[src/include/enc_stage_cfg.svh]
/* Frame geometry, data widths and APB byte map of the encoder stage
   Frame sides must be powers of two and window bases aligned to window size */
`ifndef ENC_STAGE_CFG_SVH
`define ENC_STAGE_CFG_SVH

`define ENC_IMG_W 8
`define ENC_IMG_H 8
`define ENC_POOL_W 4
`define ENC_POOL_H 4

`define ENC_PIX_W 16
`define ENC_WGT_W 8
`define ENC_ACC_W 32

`define ENC_APB_AW 12
`define ENC_APB_DW 32

// Byte addresses
`define ENC_ADDR_CTRL 12'h000
`define ENC_ADDR_STATUS 12'h004
`define ENC_ADDR_KERNEL 12'h008
`define ENC_ADDR_BIAS 12'h02C
`define ENC_ADDR_IMAGE 12'h400
`define ENC_ADDR_POOL 12'h800

`endif

[src/logic/enc_stage_pkg.sv]
/* Data and index types shared by the encoder stage
   Activations are unsigned, one bit narrower than a pixel */
`include "enc_stage_cfg.svh"

package enc_stage_pkg;

    // Input pixel
    typedef logic signed [`ENC_PIX_W-1:0] pix_t;

    // Kernel tap or bias
    typedef logic signed [`ENC_WGT_W-1:0] wgt_t;

    typedef logic signed [`ENC_ACC_W-1:0] acc_t;

    // ReLU output, never negative
    typedef logic [`ENC_PIX_W-2:0] act_t;

    typedef logic [$clog2(`ENC_IMG_W*`ENC_IMG_H)-1:0] img_addr_t;

    typedef logic [$clog2(`ENC_POOL_W*`ENC_POOL_H)-1:0] pool_addr_t;

endpackage

[src/logic/pixel_ram.sv]
/* Simple dual-port memory, one write and one registered read per cycle
   Contents are not reset; a read of an unwritten word is undefined */
`timescale 1ns/100ps

module pixel_ram #(
    parameter type T = logic [15:0],
    parameter int DEPTH = 64
) (
    input  logic                     clk,
    input  logic                     we,
    input  logic [$clog2(DEPTH)-1:0] waddr,
    input  T                         wdata,
    input  logic [$clog2(DEPTH)-1:0] raddr,
    output T                         rdata
);
    T mem [DEPTH];

    always_ff @(posedge clk) begin
        if (we) begin
            mem[waddr] <= wdata;
        end
        // Old data on a same-address collision
        rdata <= mem[raddr];
    end

    a_waddr_range: assert property (@(posedge clk) we |-> int'(waddr) < DEPTH);

endmodule

[src/logic/enc_apb_regs.sv]
/* APB slave with weights, control and status of the encoder stage
   Pool window reads take one wait state; rejected writes have no effect */
`timescale 1ns/100ps
`include "enc_stage_cfg.svh"

module enc_apb_regs
    import enc_stage_pkg::*;
(
    input  logic                   clk,
    input  logic                   rst,
    input  logic                   psel,
    input  logic                   penable,
    input  logic                   pwrite,
    input  logic [`ENC_APB_AW-1:0] paddr,
    input  logic [`ENC_APB_DW-1:0] pwdata,
    output logic [`ENC_APB_DW-1:0] prdata,
    output logic                   pready,
    output logic                   pslverr,
    output wgt_t [8:0]             kernel,
    output wgt_t                   bias,
    output logic                   img_we,
    output img_addr_t              img_waddr,
    output pix_t                   img_wdata,
    output pool_addr_t             pool_raddr,
    input  act_t                   pool_rdata,
    output logic                   conv_start,
    input  logic                   conv_done,
    output logic                   pool_start,
    input  logic                   pool_done
);
    localparam int IMG_WORDS = `ENC_IMG_W * `ENC_IMG_H;
    localparam int POOL_WORDS = `ENC_POOL_W * `ENC_POOL_H;

    logic                   access;
    logic                   aligned;
    logic                   sel_ctrl, sel_status, sel_kernel, sel_bias, sel_img, sel_pool;
    logic                   mapped;
    logic                   err;
    logic                   pool_rd;
    logic                   rd_wait;
    logic                   wr_en;
    logic                   start_req;
    logic [`ENC_APB_AW-1:0] koff;
    logic [3:0]             kidx;
    logic                   busy;
    logic                   done;

    function automatic logic [`ENC_APB_DW-1:0] sext(wgt_t w);
        return {{(`ENC_APB_DW-`ENC_WGT_W){w[`ENC_WGT_W-1]}}, w};
    endfunction

    // Address decode
    assign access = psel && penable;
    assign aligned = (paddr[1:0] == 2'b00);
    assign sel_ctrl = (paddr == `ENC_ADDR_CTRL);
    assign sel_status = (paddr == `ENC_ADDR_STATUS);
    assign sel_bias = (paddr == `ENC_ADDR_BIAS);
    assign sel_kernel = aligned && paddr >= `ENC_ADDR_KERNEL &&
                        paddr < `ENC_ADDR_KERNEL + `ENC_APB_AW'(4 * 9);
    assign sel_img = aligned && paddr >= `ENC_ADDR_IMAGE &&
                     paddr < `ENC_ADDR_IMAGE + `ENC_APB_AW'(4 * IMG_WORDS);
    assign sel_pool = aligned && paddr >= `ENC_ADDR_POOL &&
                      paddr < `ENC_ADDR_POOL + `ENC_APB_AW'(4 * POOL_WORDS);
    assign mapped = sel_ctrl || sel_status || sel_kernel || sel_bias || sel_img || sel_pool;

    assign koff = paddr - `ENC_ADDR_KERNEL;
    assign kidx = koff[5:2];

    // Error cases: unmapped, wrong direction, or weights/image/ctrl touched while busy
    assign err = !mapped ||
                 (pwrite && (sel_status || sel_pool)) ||
                 (!pwrite && sel_img) ||
                 (pwrite && busy && (sel_ctrl || sel_kernel || sel_bias || sel_img));

    assign pool_rd = !pwrite && sel_pool;
    assign pready = access && (!pool_rd || rd_wait);
    assign pslverr = pready && err;
    assign wr_en = pready && pwrite && !err;
    assign start_req = wr_en && sel_ctrl && pwdata[0];

    assign img_we = wr_en && sel_img;
    assign img_waddr = paddr[2 +: $bits(img_addr_t)];
    assign img_wdata = pwdata[`ENC_PIX_W-1:0];
    assign pool_raddr = paddr[2 +: $bits(pool_addr_t)];

    always_ff @(posedge clk or posedge rst) begin
        if (rst) begin
            rd_wait <= 1'b0;
            busy <= 1'b0;
            done <= 1'b0;
            conv_start <= 1'b0;
            pool_start <= 1'b0;
            kernel <= '0;
            bias <= '0;
        end else begin
            rd_wait <= access && pool_rd && !rd_wait;
            conv_start <= start_req;
            // Convolution hands straight over to pooling
            pool_start <= conv_done;
            if (start_req) begin
                busy <= 1'b1;
                done <= 1'b0;
            end else if (pool_done) begin
                busy <= 1'b0;
                done <= 1'b1;
            end
            if (wr_en && sel_kernel) begin
                kernel[kidx] <= pwdata[`ENC_WGT_W-1:0];
            end
            if (wr_en && sel_bias) begin
                bias <= pwdata[`ENC_WGT_W-1:0];
            end
        end
    end

    always_comb begin
        prdata = '0;
        if (sel_status) begin
            prdata = `ENC_APB_DW'({done, busy});
        end else if (sel_kernel) begin
            prdata = sext(kernel[kidx]);
        end else if (sel_bias) begin
            prdata = sext(bias);
        end else if (sel_pool) begin
            prdata = `ENC_APB_DW'(pool_rdata);
        end
    end

    a_penable_psel: assert property (@(posedge clk) disable iff (rst) penable |-> psel);

    // Pooling only finishes inside a run started over APB
    a_pool_done_busy: assert property (@(posedge clk) disable iff (rst) pool_done |-> busy);

endmodule

[src/logic/conv3x3_relu.sv]
/* Zero-padded 3x3 convolution with bias and ReLU, 10 cycles per pixel
   Sum wraps to 16 bits before ReLU; image read latency must be one cycle */
`timescale 1ns/100ps
`include "enc_stage_cfg.svh"

module conv3x3_relu
    import enc_stage_pkg::*;
(
    input  logic       clk,
    input  logic       rst,
    input  logic       start,
    input  wgt_t [8:0] kernel,
    input  wgt_t       bias,
    input  pix_t       img_rdata,
    output img_addr_t  img_raddr,
    output logic       act_we,
    output img_addr_t  act_waddr,
    output act_t       act_wdata,
    output logic       done
);
    localparam int RW = $clog2(`ENC_IMG_H);
    localparam int CW = $clog2(`ENC_IMG_W);

    logic          running;
    logic [RW-1:0] row;
    logic [CW-1:0] col;
    logic [3:0]    tap;
    logic [1:0]    ky;
    logic [1:0]    kx;
    logic [RW:0]   in_r;
    logic [CW:0]   in_c;
    logic          in_frame;
    logic          last_tap;
    logic          tap_valid_q;
    wgt_t          tap_wgt_q;
    acc_t          acc;
    acc_t          prod;
    acc_t          sum;

    // Neighbour coordinates, top bit set means outside the frame
    assign in_r = (RW+1)'(row) + (RW+1)'(ky) - (RW+1)'(1);
    assign in_c = (CW+1)'(col) + (CW+1)'(kx) - (CW+1)'(1);
    assign in_frame = !in_r[RW] && !in_c[CW];
    assign img_raddr = {in_r[RW-1:0], in_c[CW-1:0]};

    assign last_tap = (tap == 4'd9);
    assign prod = acc_t'(img_rdata) * acc_t'(tap_wgt_q);
    assign sum = acc + (tap_valid_q ? prod : '0);

    assign act_we = running && last_tap;
    assign act_waddr = {row, col};
    assign act_wdata = sum[`ENC_PIX_W-1] ? '0 : sum[`ENC_PIX_W-2:0];
    assign done = act_we && row == RW'(`ENC_IMG_H-1) && col == CW'(`ENC_IMG_W-1);

    always_ff @(posedge clk or posedge rst) begin
        if (rst) begin
            running <= 1'b0;
            row <= '0;
            col <= '0;
            tap <= '0;
            ky <= '0;
            kx <= '0;
        end else if (start) begin
            running <= 1'b1;
            row <= '0;
            col <= '0;
            tap <= '0;
            ky <= '0;
            kx <= '0;
        end else if (running) begin
            if (last_tap) begin
                tap <= '0;
                col <= col + 1'b1;
                if (col == CW'(`ENC_IMG_W-1)) begin
                    row <= row + 1'b1;
                    if (row == RW'(`ENC_IMG_H-1)) begin
                        running <= 1'b0;
                    end
                end
            end else begin
                tap <= tap + 1'b1;
                if (kx == 2'd2) begin
                    kx <= '0;
                    ky <= (ky == 2'd2) ? 2'd0 : ky + 1'b1;
                end else begin
                    kx <= kx + 1'b1;
                end
            end
        end
    end

    // Tap weight and mask line up with the read data one cycle later
    always_ff @(posedge clk) begin
        tap_valid_q <= in_frame;
        if (!last_tap) begin
            tap_wgt_q <= kernel[tap];
        end
        acc <= (tap == 4'd0) ? acc_t'(bias) : sum;
    end

    a_no_restart: assert property (@(posedge clk) disable iff (rst) start |-> !running);

endmodule

[src/logic/max_pool2x2.sv]
/* 2x2 max pooling over the activation frame, 5 cycles per output
   Activation read latency must be one cycle */
`timescale 1ns/100ps
`include "enc_stage_cfg.svh"

module max_pool2x2
    import enc_stage_pkg::*;
(
    input  logic       clk,
    input  logic       rst,
    input  logic       start,
    input  act_t       act_rdata,
    output img_addr_t  act_raddr,
    output logic       pool_we,
    output pool_addr_t pool_waddr,
    output act_t       pool_wdata,
    output logic       done
);
    localparam int PYW = $clog2(`ENC_POOL_H);
    localparam int PXW = $clog2(`ENC_POOL_W);

    logic           running;
    logic [PYW-1:0] py;
    logic [PXW-1:0] px;
    logic [2:0]     phase;
    act_t           max_q;
    act_t           max_d;

    // Window row and column come from the low phase bits
    assign act_raddr = {py, phase[1], px, phase[0]};
    assign max_d = (act_rdata > max_q) ? act_rdata : max_q;

    assign pool_we = running && phase == 3'd4;
    assign pool_waddr = {py, px};
    assign pool_wdata = max_d;
    assign done = pool_we && py == PYW'(`ENC_POOL_H-1) && px == PXW'(`ENC_POOL_W-1);

    always_ff @(posedge clk or posedge rst) begin
        if (rst) begin
            running <= 1'b0;
            py <= '0;
            px <= '0;
            phase <= '0;
        end else if (start) begin
            running <= 1'b1;
            py <= '0;
            px <= '0;
            phase <= '0;
        end else if (running) begin
            if (phase == 3'd4) begin
                phase <= '0;
                px <= px + 1'b1;
                if (px == PXW'(`ENC_POOL_W-1)) begin
                    py <= py + 1'b1;
                    if (py == PYW'(`ENC_POOL_H-1)) begin
                        running <= 1'b0;
                    end
                end
            end else begin
                phase <= phase + 1'b1;
            end
        end
    end

    // Running max restarts from zero at each window
    always_ff @(posedge clk) begin
        max_q <= (phase == 3'd0) ? '0 : max_d;
    end

    a_we_in_run: assert property (@(posedge clk) disable iff (rst)
        pool_we |-> running && !start);

endmodule

[src/logic/enc_stage_top.sv]
/* Encoder stage: APB registers, image memory, conv/ReLU, pooling, result memory
   All data and control pass over APB */
`timescale 1ns/100ps
`include "enc_stage_cfg.svh"

module enc_stage_top
    import enc_stage_pkg::*;
(
    input  logic                   clk,
    input  logic                   rst,
    input  logic                   psel,
    input  logic                   penable,
    input  logic                   pwrite,
    input  logic [`ENC_APB_AW-1:0] paddr,
    input  logic [`ENC_APB_DW-1:0] pwdata,
    output logic [`ENC_APB_DW-1:0] prdata,
    output logic                   pready,
    output logic                   pslverr
);
    wgt_t [8:0] kernel;
    wgt_t       bias;
    logic       img_we;
    img_addr_t  img_waddr;
    pix_t       img_wdata;
    img_addr_t  img_raddr;
    pix_t       img_rdata;
    logic       act_we;
    img_addr_t  act_waddr;
    act_t       act_wdata;
    img_addr_t  act_raddr;
    act_t       act_rdata;
    logic       pool_we;
    pool_addr_t pool_waddr;
    act_t       pool_wdata;
    pool_addr_t pool_raddr;
    act_t       pool_rdata;
    logic       conv_start, conv_done;
    logic       pool_start, pool_done;

    enc_apb_regs apb_regs_i (
        .clk, .rst, .psel, .penable, .pwrite, .paddr, .pwdata, .prdata, .pready, .pslverr,
        .kernel, .bias, .img_we, .img_waddr, .img_wdata, .pool_raddr, .pool_rdata,
        .conv_start, .conv_done, .pool_start, .pool_done
    );

    pixel_ram #(.T(pix_t), .DEPTH(`ENC_IMG_W * `ENC_IMG_H)) image_ram (
        .clk, .we(img_we), .waddr(img_waddr), .wdata(img_wdata),
        .raddr(img_raddr), .rdata(img_rdata)
    );

    conv3x3_relu conv_i (
        .clk, .rst, .start(conv_start), .kernel, .bias, .img_rdata, .img_raddr,
        .act_we, .act_waddr, .act_wdata, .done(conv_done)
    );

    pixel_ram #(.T(act_t), .DEPTH(`ENC_IMG_W * `ENC_IMG_H)) conv_ram (
        .clk, .we(act_we), .waddr(act_waddr), .wdata(act_wdata),
        .raddr(act_raddr), .rdata(act_rdata)
    );

    max_pool2x2 pool_i (
        .clk, .rst, .start(pool_start), .act_rdata, .act_raddr,
        .pool_we, .pool_waddr, .pool_wdata, .done(pool_done)
    );

    pixel_ram #(.T(act_t), .DEPTH(`ENC_POOL_W * `ENC_POOL_H)) pool_ram (
        .clk, .we(pool_we), .waddr(pool_waddr), .wdata(pool_wdata),
        .raddr(pool_raddr), .rdata(pool_rdata)
    );

endmodule

[config.mk]
export PLATFORM = sky130hd
export DESIGN_NAME = enc_stage_top
export DESIGN_NICKNAME = d
export VERILOG_FILES = /design/src/logic/enc_stage_pkg.sv /design/src/logic/pixel_ram.sv /design/src/logic/enc_apb_regs.sv /design/src/logic/conv3x3_relu.sv /design/src/logic/max_pool2x2.sv /design/src/logic/enc_stage_top.sv
export VERILOG_INCLUDE_DIRS = /design/src /design/src/include
export SDC_FILE = /design/constraint.sdc
export NUM_CORES = 2
export LEC_CHECK = 0
export BUFFER_PORTS_ARGS = -buffer_cell sky130_fd_sc_hd__buf_4
export CAP_MARGIN = 25
export CORE_ASPECT_RATIO = 2
export CORE_UTILIZATION = 60
export DETAILED_ROUTE_END_ITERATION = 16
export PLACE_DENSITY_LB_ADDON = 0.12
export SKIP_LAST_GASP = 1
export SYNTH_ARGS = -nofsm -noshare
export SYNTH_HDL_FRONTEND = slang
export SYNTH_SLANG_ARGS = --single-unit
[constraint.sdc]
create_clock -name clk -period 16.3 [get_ports clk]
set_input_delay 0.815 -clock clk [delete_from_list [all_inputs] [get_ports clk]]
set_output_delay 0.815 -clock clk [all_outputs]
set_load 0.005 [all_outputs]
==> impl_metrics.ini <==
[placement]
io_buffers = 66
gp_congestion = 0.916
hpwl_um = 144000

[cts]
clk_latency_ps = 860
numCtsBuffers = 207
cts_hold_buf = 1
htreeDepth = 4
root_buffer = clkbuf_16
cts.clk_slew.worst_paths_ps = 70
clockBufferDepth = 4
cts_setup_buffers = 0
cts_sinks = 2418
cts_tree = yes
cts_resized = 0

[power]
peakVddDrop_mv = 0.101
power_density_mw_per_mm2 = 109
pwr-share-seq_pct = 56.9
switchingPower_mw = 2.34
power.share.clock_pct = 41.3
comb_power_share_pct = 1.8
leakage_nw = 32.7
sw_frac_of_total_pct = 19.7
p_int_mw = 9.50

[floorplan]
start_util_pct = 60.6
die_y_um = 572
core-area_sq_mm = 0.161
fp.dieArea_sq_mm = 0.164
die_width_um = 287
rows = 208
io_pins = 83

[critical_path]
worstPathCellList = and2_1 -> ha_1 -> fa_1 -> ha_1 -> inv_1 -> fa_1 -> inv_1 -> ha_1 -> fa_1 -> a21o_1 -> a21oi_1 -> xnor2_1 -> and2_1 -> ha_1 -> and2_1 -> a221oi_1 -> nand3_1 -> a31o_2 -> o41a_1 -> xor3_1 -> buf_4 -> nor2_4 -> buf_4
critPathLaunchType = flip-flop
crit_top_cell = ha_1
cp.required_ps = 16810
path_max_fanout = 64
crit_path_max_incr_delay_ps = 680
arrival_ps = 7900
cpMaxStageDelayCell = edfxtp_1
cp_top_family = adder cells
end_kind = flip-flop
path_class = flip-flop to flip-flop
crit_buf_inv = 4

[global_routing]
grt_antenna_before_repair = 9
grt_overflow = 0
grt_pass1_vias = 47800
grt_pass1_wl_um = 324000
grt_usage_pct = 28.0
grt_start_max_net_pins = 134

[sta]
min_period_ps = 7400
slew_viol_final = 0
rsz0062_at_grt = no
fmax_mhz = 135
hold_ws_ps = 329
tns_ps = 0
fin_crit_sh_pct = 45.4
setup-violations-final = 0
relSlewSlack_pct = 26.9
finalHoldViolCount = 0
fin_skew_ps = 53.0
tightest_slew_ps = 1090

[yosys]
syn_nets = 4777
synth.cell_area_sq_mm = 0.0975
yosys_warnings = 0
avgSynthCellArea_sq_um = 21.3
ys.flop_type = edfxtp_1
ys_ff_latch = 2418
yosysSeqAreaShare_pct = 73.1
async_flop_share_pct = 4.47
synth_cells = 4572
synth_edf_count = 2232
synth.distinct_cells = 68

[finish]
nFillCells = 10200
syn2layout_area_growth_pct = 11.1
nets = 5010
drive_above_1_share_pct = 30.4

[drt]
dr.pass1.iters = 7
wirelength_um = 224000
viasPerCell = 6.37
wl_per_cell_um = 31.6
drtIter0Drc = 3527
drc = 0
num_vias = 45100
postRouteAntennaNets = 0

[hold_path]
hp-class = primary input to flip-flop

[flow_run]
maxCapViolations = 0

[outcome]
status = finished, final reports clean
==> placed cells by master, fill, tap and decap left out, types with 34 or more instances in the layout <==
cell | Yosys | routed
and2_1 | 82 | 82
clkbuf_1 | 146 | 34
nand2_1 | 131 | 131
a21oi_1 | 39 | 39
mux2_2 | 96 | 96
inv_1 | 141 | 140
dfxtp_1 | 78 | 78
mux4_2 | 754 | 754
fa_1 | 64 | 63
clkinv_2 | 0 | 37
clkbuf_16 | 0 | 207
dfrtp_1 | 108 | 105
buf_4 | 16 | 241
clkinv_1 | 2 | 35
edfxtp_1 | 2232 | 2232
o21ai_0 | 39 | 39
nor2_1 | 202 | 138
nor2_2 | 1 | 53
ha_1 | 92 | 89
nand3_1 | 35 | 35
==> cells in the mapped netlist, types with 5 or more instances <==
| cell type | number | area [sq um] |
|---|---|---|
| edfxtp_1 | 2232 | 67000 |
| mux4_2 | 754 | 17000 |
| nor2_1 | 202 | 758 |
| clkbuf_1 | 146 | 548 |
| inv_1 | 141 | 529 |
| nand2_1 | 131 | 492 |
| dfrtp_1 | 108 | 2700 |
| mux2_2 | 96 | 1080 |
| ha_1 | 92 | 1150 |
| and2_1 | 82 | 513 |
| dfxtp_1 | 78 | 1560 |
| buf_1 | 67 | 251 |
| fa_1 | 64 | 1280 |
| a21oi_1 | 39 | 195 |
| o21ai_0 | 39 | 195 |
| nand3_1 | 35 | 175 |
| mux2i_1 | 31 | 310 |
| xnor2_1 | 25 | 219 |
| and3_1 | 20 | 125 |
| a21o_1 | 16 | 120 |
| buf_4 | 16 | 120 |
| nor3_1 | 14 | 70.1 |
| xor2_1 | 14 | 123 |
| a22oi_1 | 13 | 97.6 |
| nand2b_1 | 13 | 81.3 |
| nor2b_1 | 9 | 56.3 |
| nand4_1 | 7 | 43.8 |
| o21a_1 | 6 | 45.0 |
| nand3b_1 | 5 | 37.5 |
| o21bai_1 | 5 | 37.5 |
| o22ai_1 | 5 | 31.3 |
==> stage by stage <==
stage                     total power, mW  instance area [sq um]  std cells  utilization (%)  worst slack [ps]
after floorplan                      6.98                  97500       4572                -              8420
after global placement               7.08                 101000       6684             63.1              8950
after detailed placement             7.08                 102000       6693             63.2              8890
after CTS                            11.9                 108000       7065             67.3              8840
after global routing                 12.1                 108000       7073             67.4              8560
final                                11.8                 108000       7075             67.4              8900
==> worst min-delay path, stage by stage <==
cell     delay [ps]
buf_4           130
nor2_1           70
nand2_1          60
nor2_1           40
==> power groups by stage <==
stage	sequential, mW	clock (mW)	combinational, mW
2_1_floorplan	6.86	0	0.116
3_3_place_gp	6.86	0	0.211
3_5_place_dp	6.86	0	0.216
4_1_cts	6.73	4.97	0.217
5_1_grt	6.73	5.17	0.227
6_report	6.73	4.89	0.214
==> state kept, by name, summed over array words and instances, names as in the netlist, 16 cells and up <==
register / flops
apb_regs_i.kernel: 72
conv_i.acc: 16
image_ram.mem: 1024
conv_ram.mem: 960
pool_ram.mem: 240
image_ram.rdata: 16
==> cell type report <==
type	count	area, sq um	share of cell area, %
multi-input cells	1774	25100	23.1
clock buffers	244	5350	4.94
inverters	147	557	0.514
flip-flops and latches	2418	71300	65.8
repair buffers	257	2140	1.97
clock inverters	127	1320	1.22
well taps	2100	2630	2.42
diodes	8	20.0	0.0185
==> kinds of logic (layout without fill, tap and decap cells) <==
group / Yosys count / after routing / synth area share [%]
muxes: 881 / 881 / 18.8
other: 0 / 8 / 0
DFF: 2418 / 2418 / 73.1
adders and majority gates: 156 / 156 / 2.49
AOI/OAI and AO/OA: 148 / 148 / 0.954
buffers and inverters: 380 / 775 / 1.53
xor gates and xnor gates: 41 / 41 / 0.398
and+or+nand+nor: 548 / 548 / 2.69
==> metal layers <==
| layer | vias up | track usage (%) | wire length [um] |
|---|---|---|---|
| met1 | 24100 | 29.7 | 70800 |
| met2 | 1331 | 52.2 | 126000 |
| met3 | 485 | 3.09 | 9760 |
| met5 | - | 0 | 0 |
| li1 | 19100 | - | - |
| met4 | 0 | 18.2 | 17200 |
==> final timing paths <==
path / end / start / slack [ps] / depth (start not counted)
worst max-delay path: conv_ram.mem[40][7]$_DFFE_PP_ / conv_i.tap_wgt_q[0]$_DFFE_PN_ / 8900 / 23
worst min-delay path: apb_regs_i.rd_wait$_DFF_PP0_ / pwrite / 330 / 4
worst max register to register: conv_ram.mem[40][7]$_DFFE_PP_ / conv_i.tap_wgt_q[0]$_DFFE_PN_ / 8900 / 23
worst min register to register: pool_i.max_q[7]$_SDFF_PN0_ / pool_i.max_q[7]$_SDFF_PN0_ / 470 / 2
max in group asynchronous: apb_regs_i.kernel[17]$_DFFE_PP0P_ / rst / 14680 / 5
min in group asynchronous: pool_i.py[1]$_DFFE_PP0P_ / rst / 590 / 3
No activity file was read; power rests on OpenSTA's default activity.
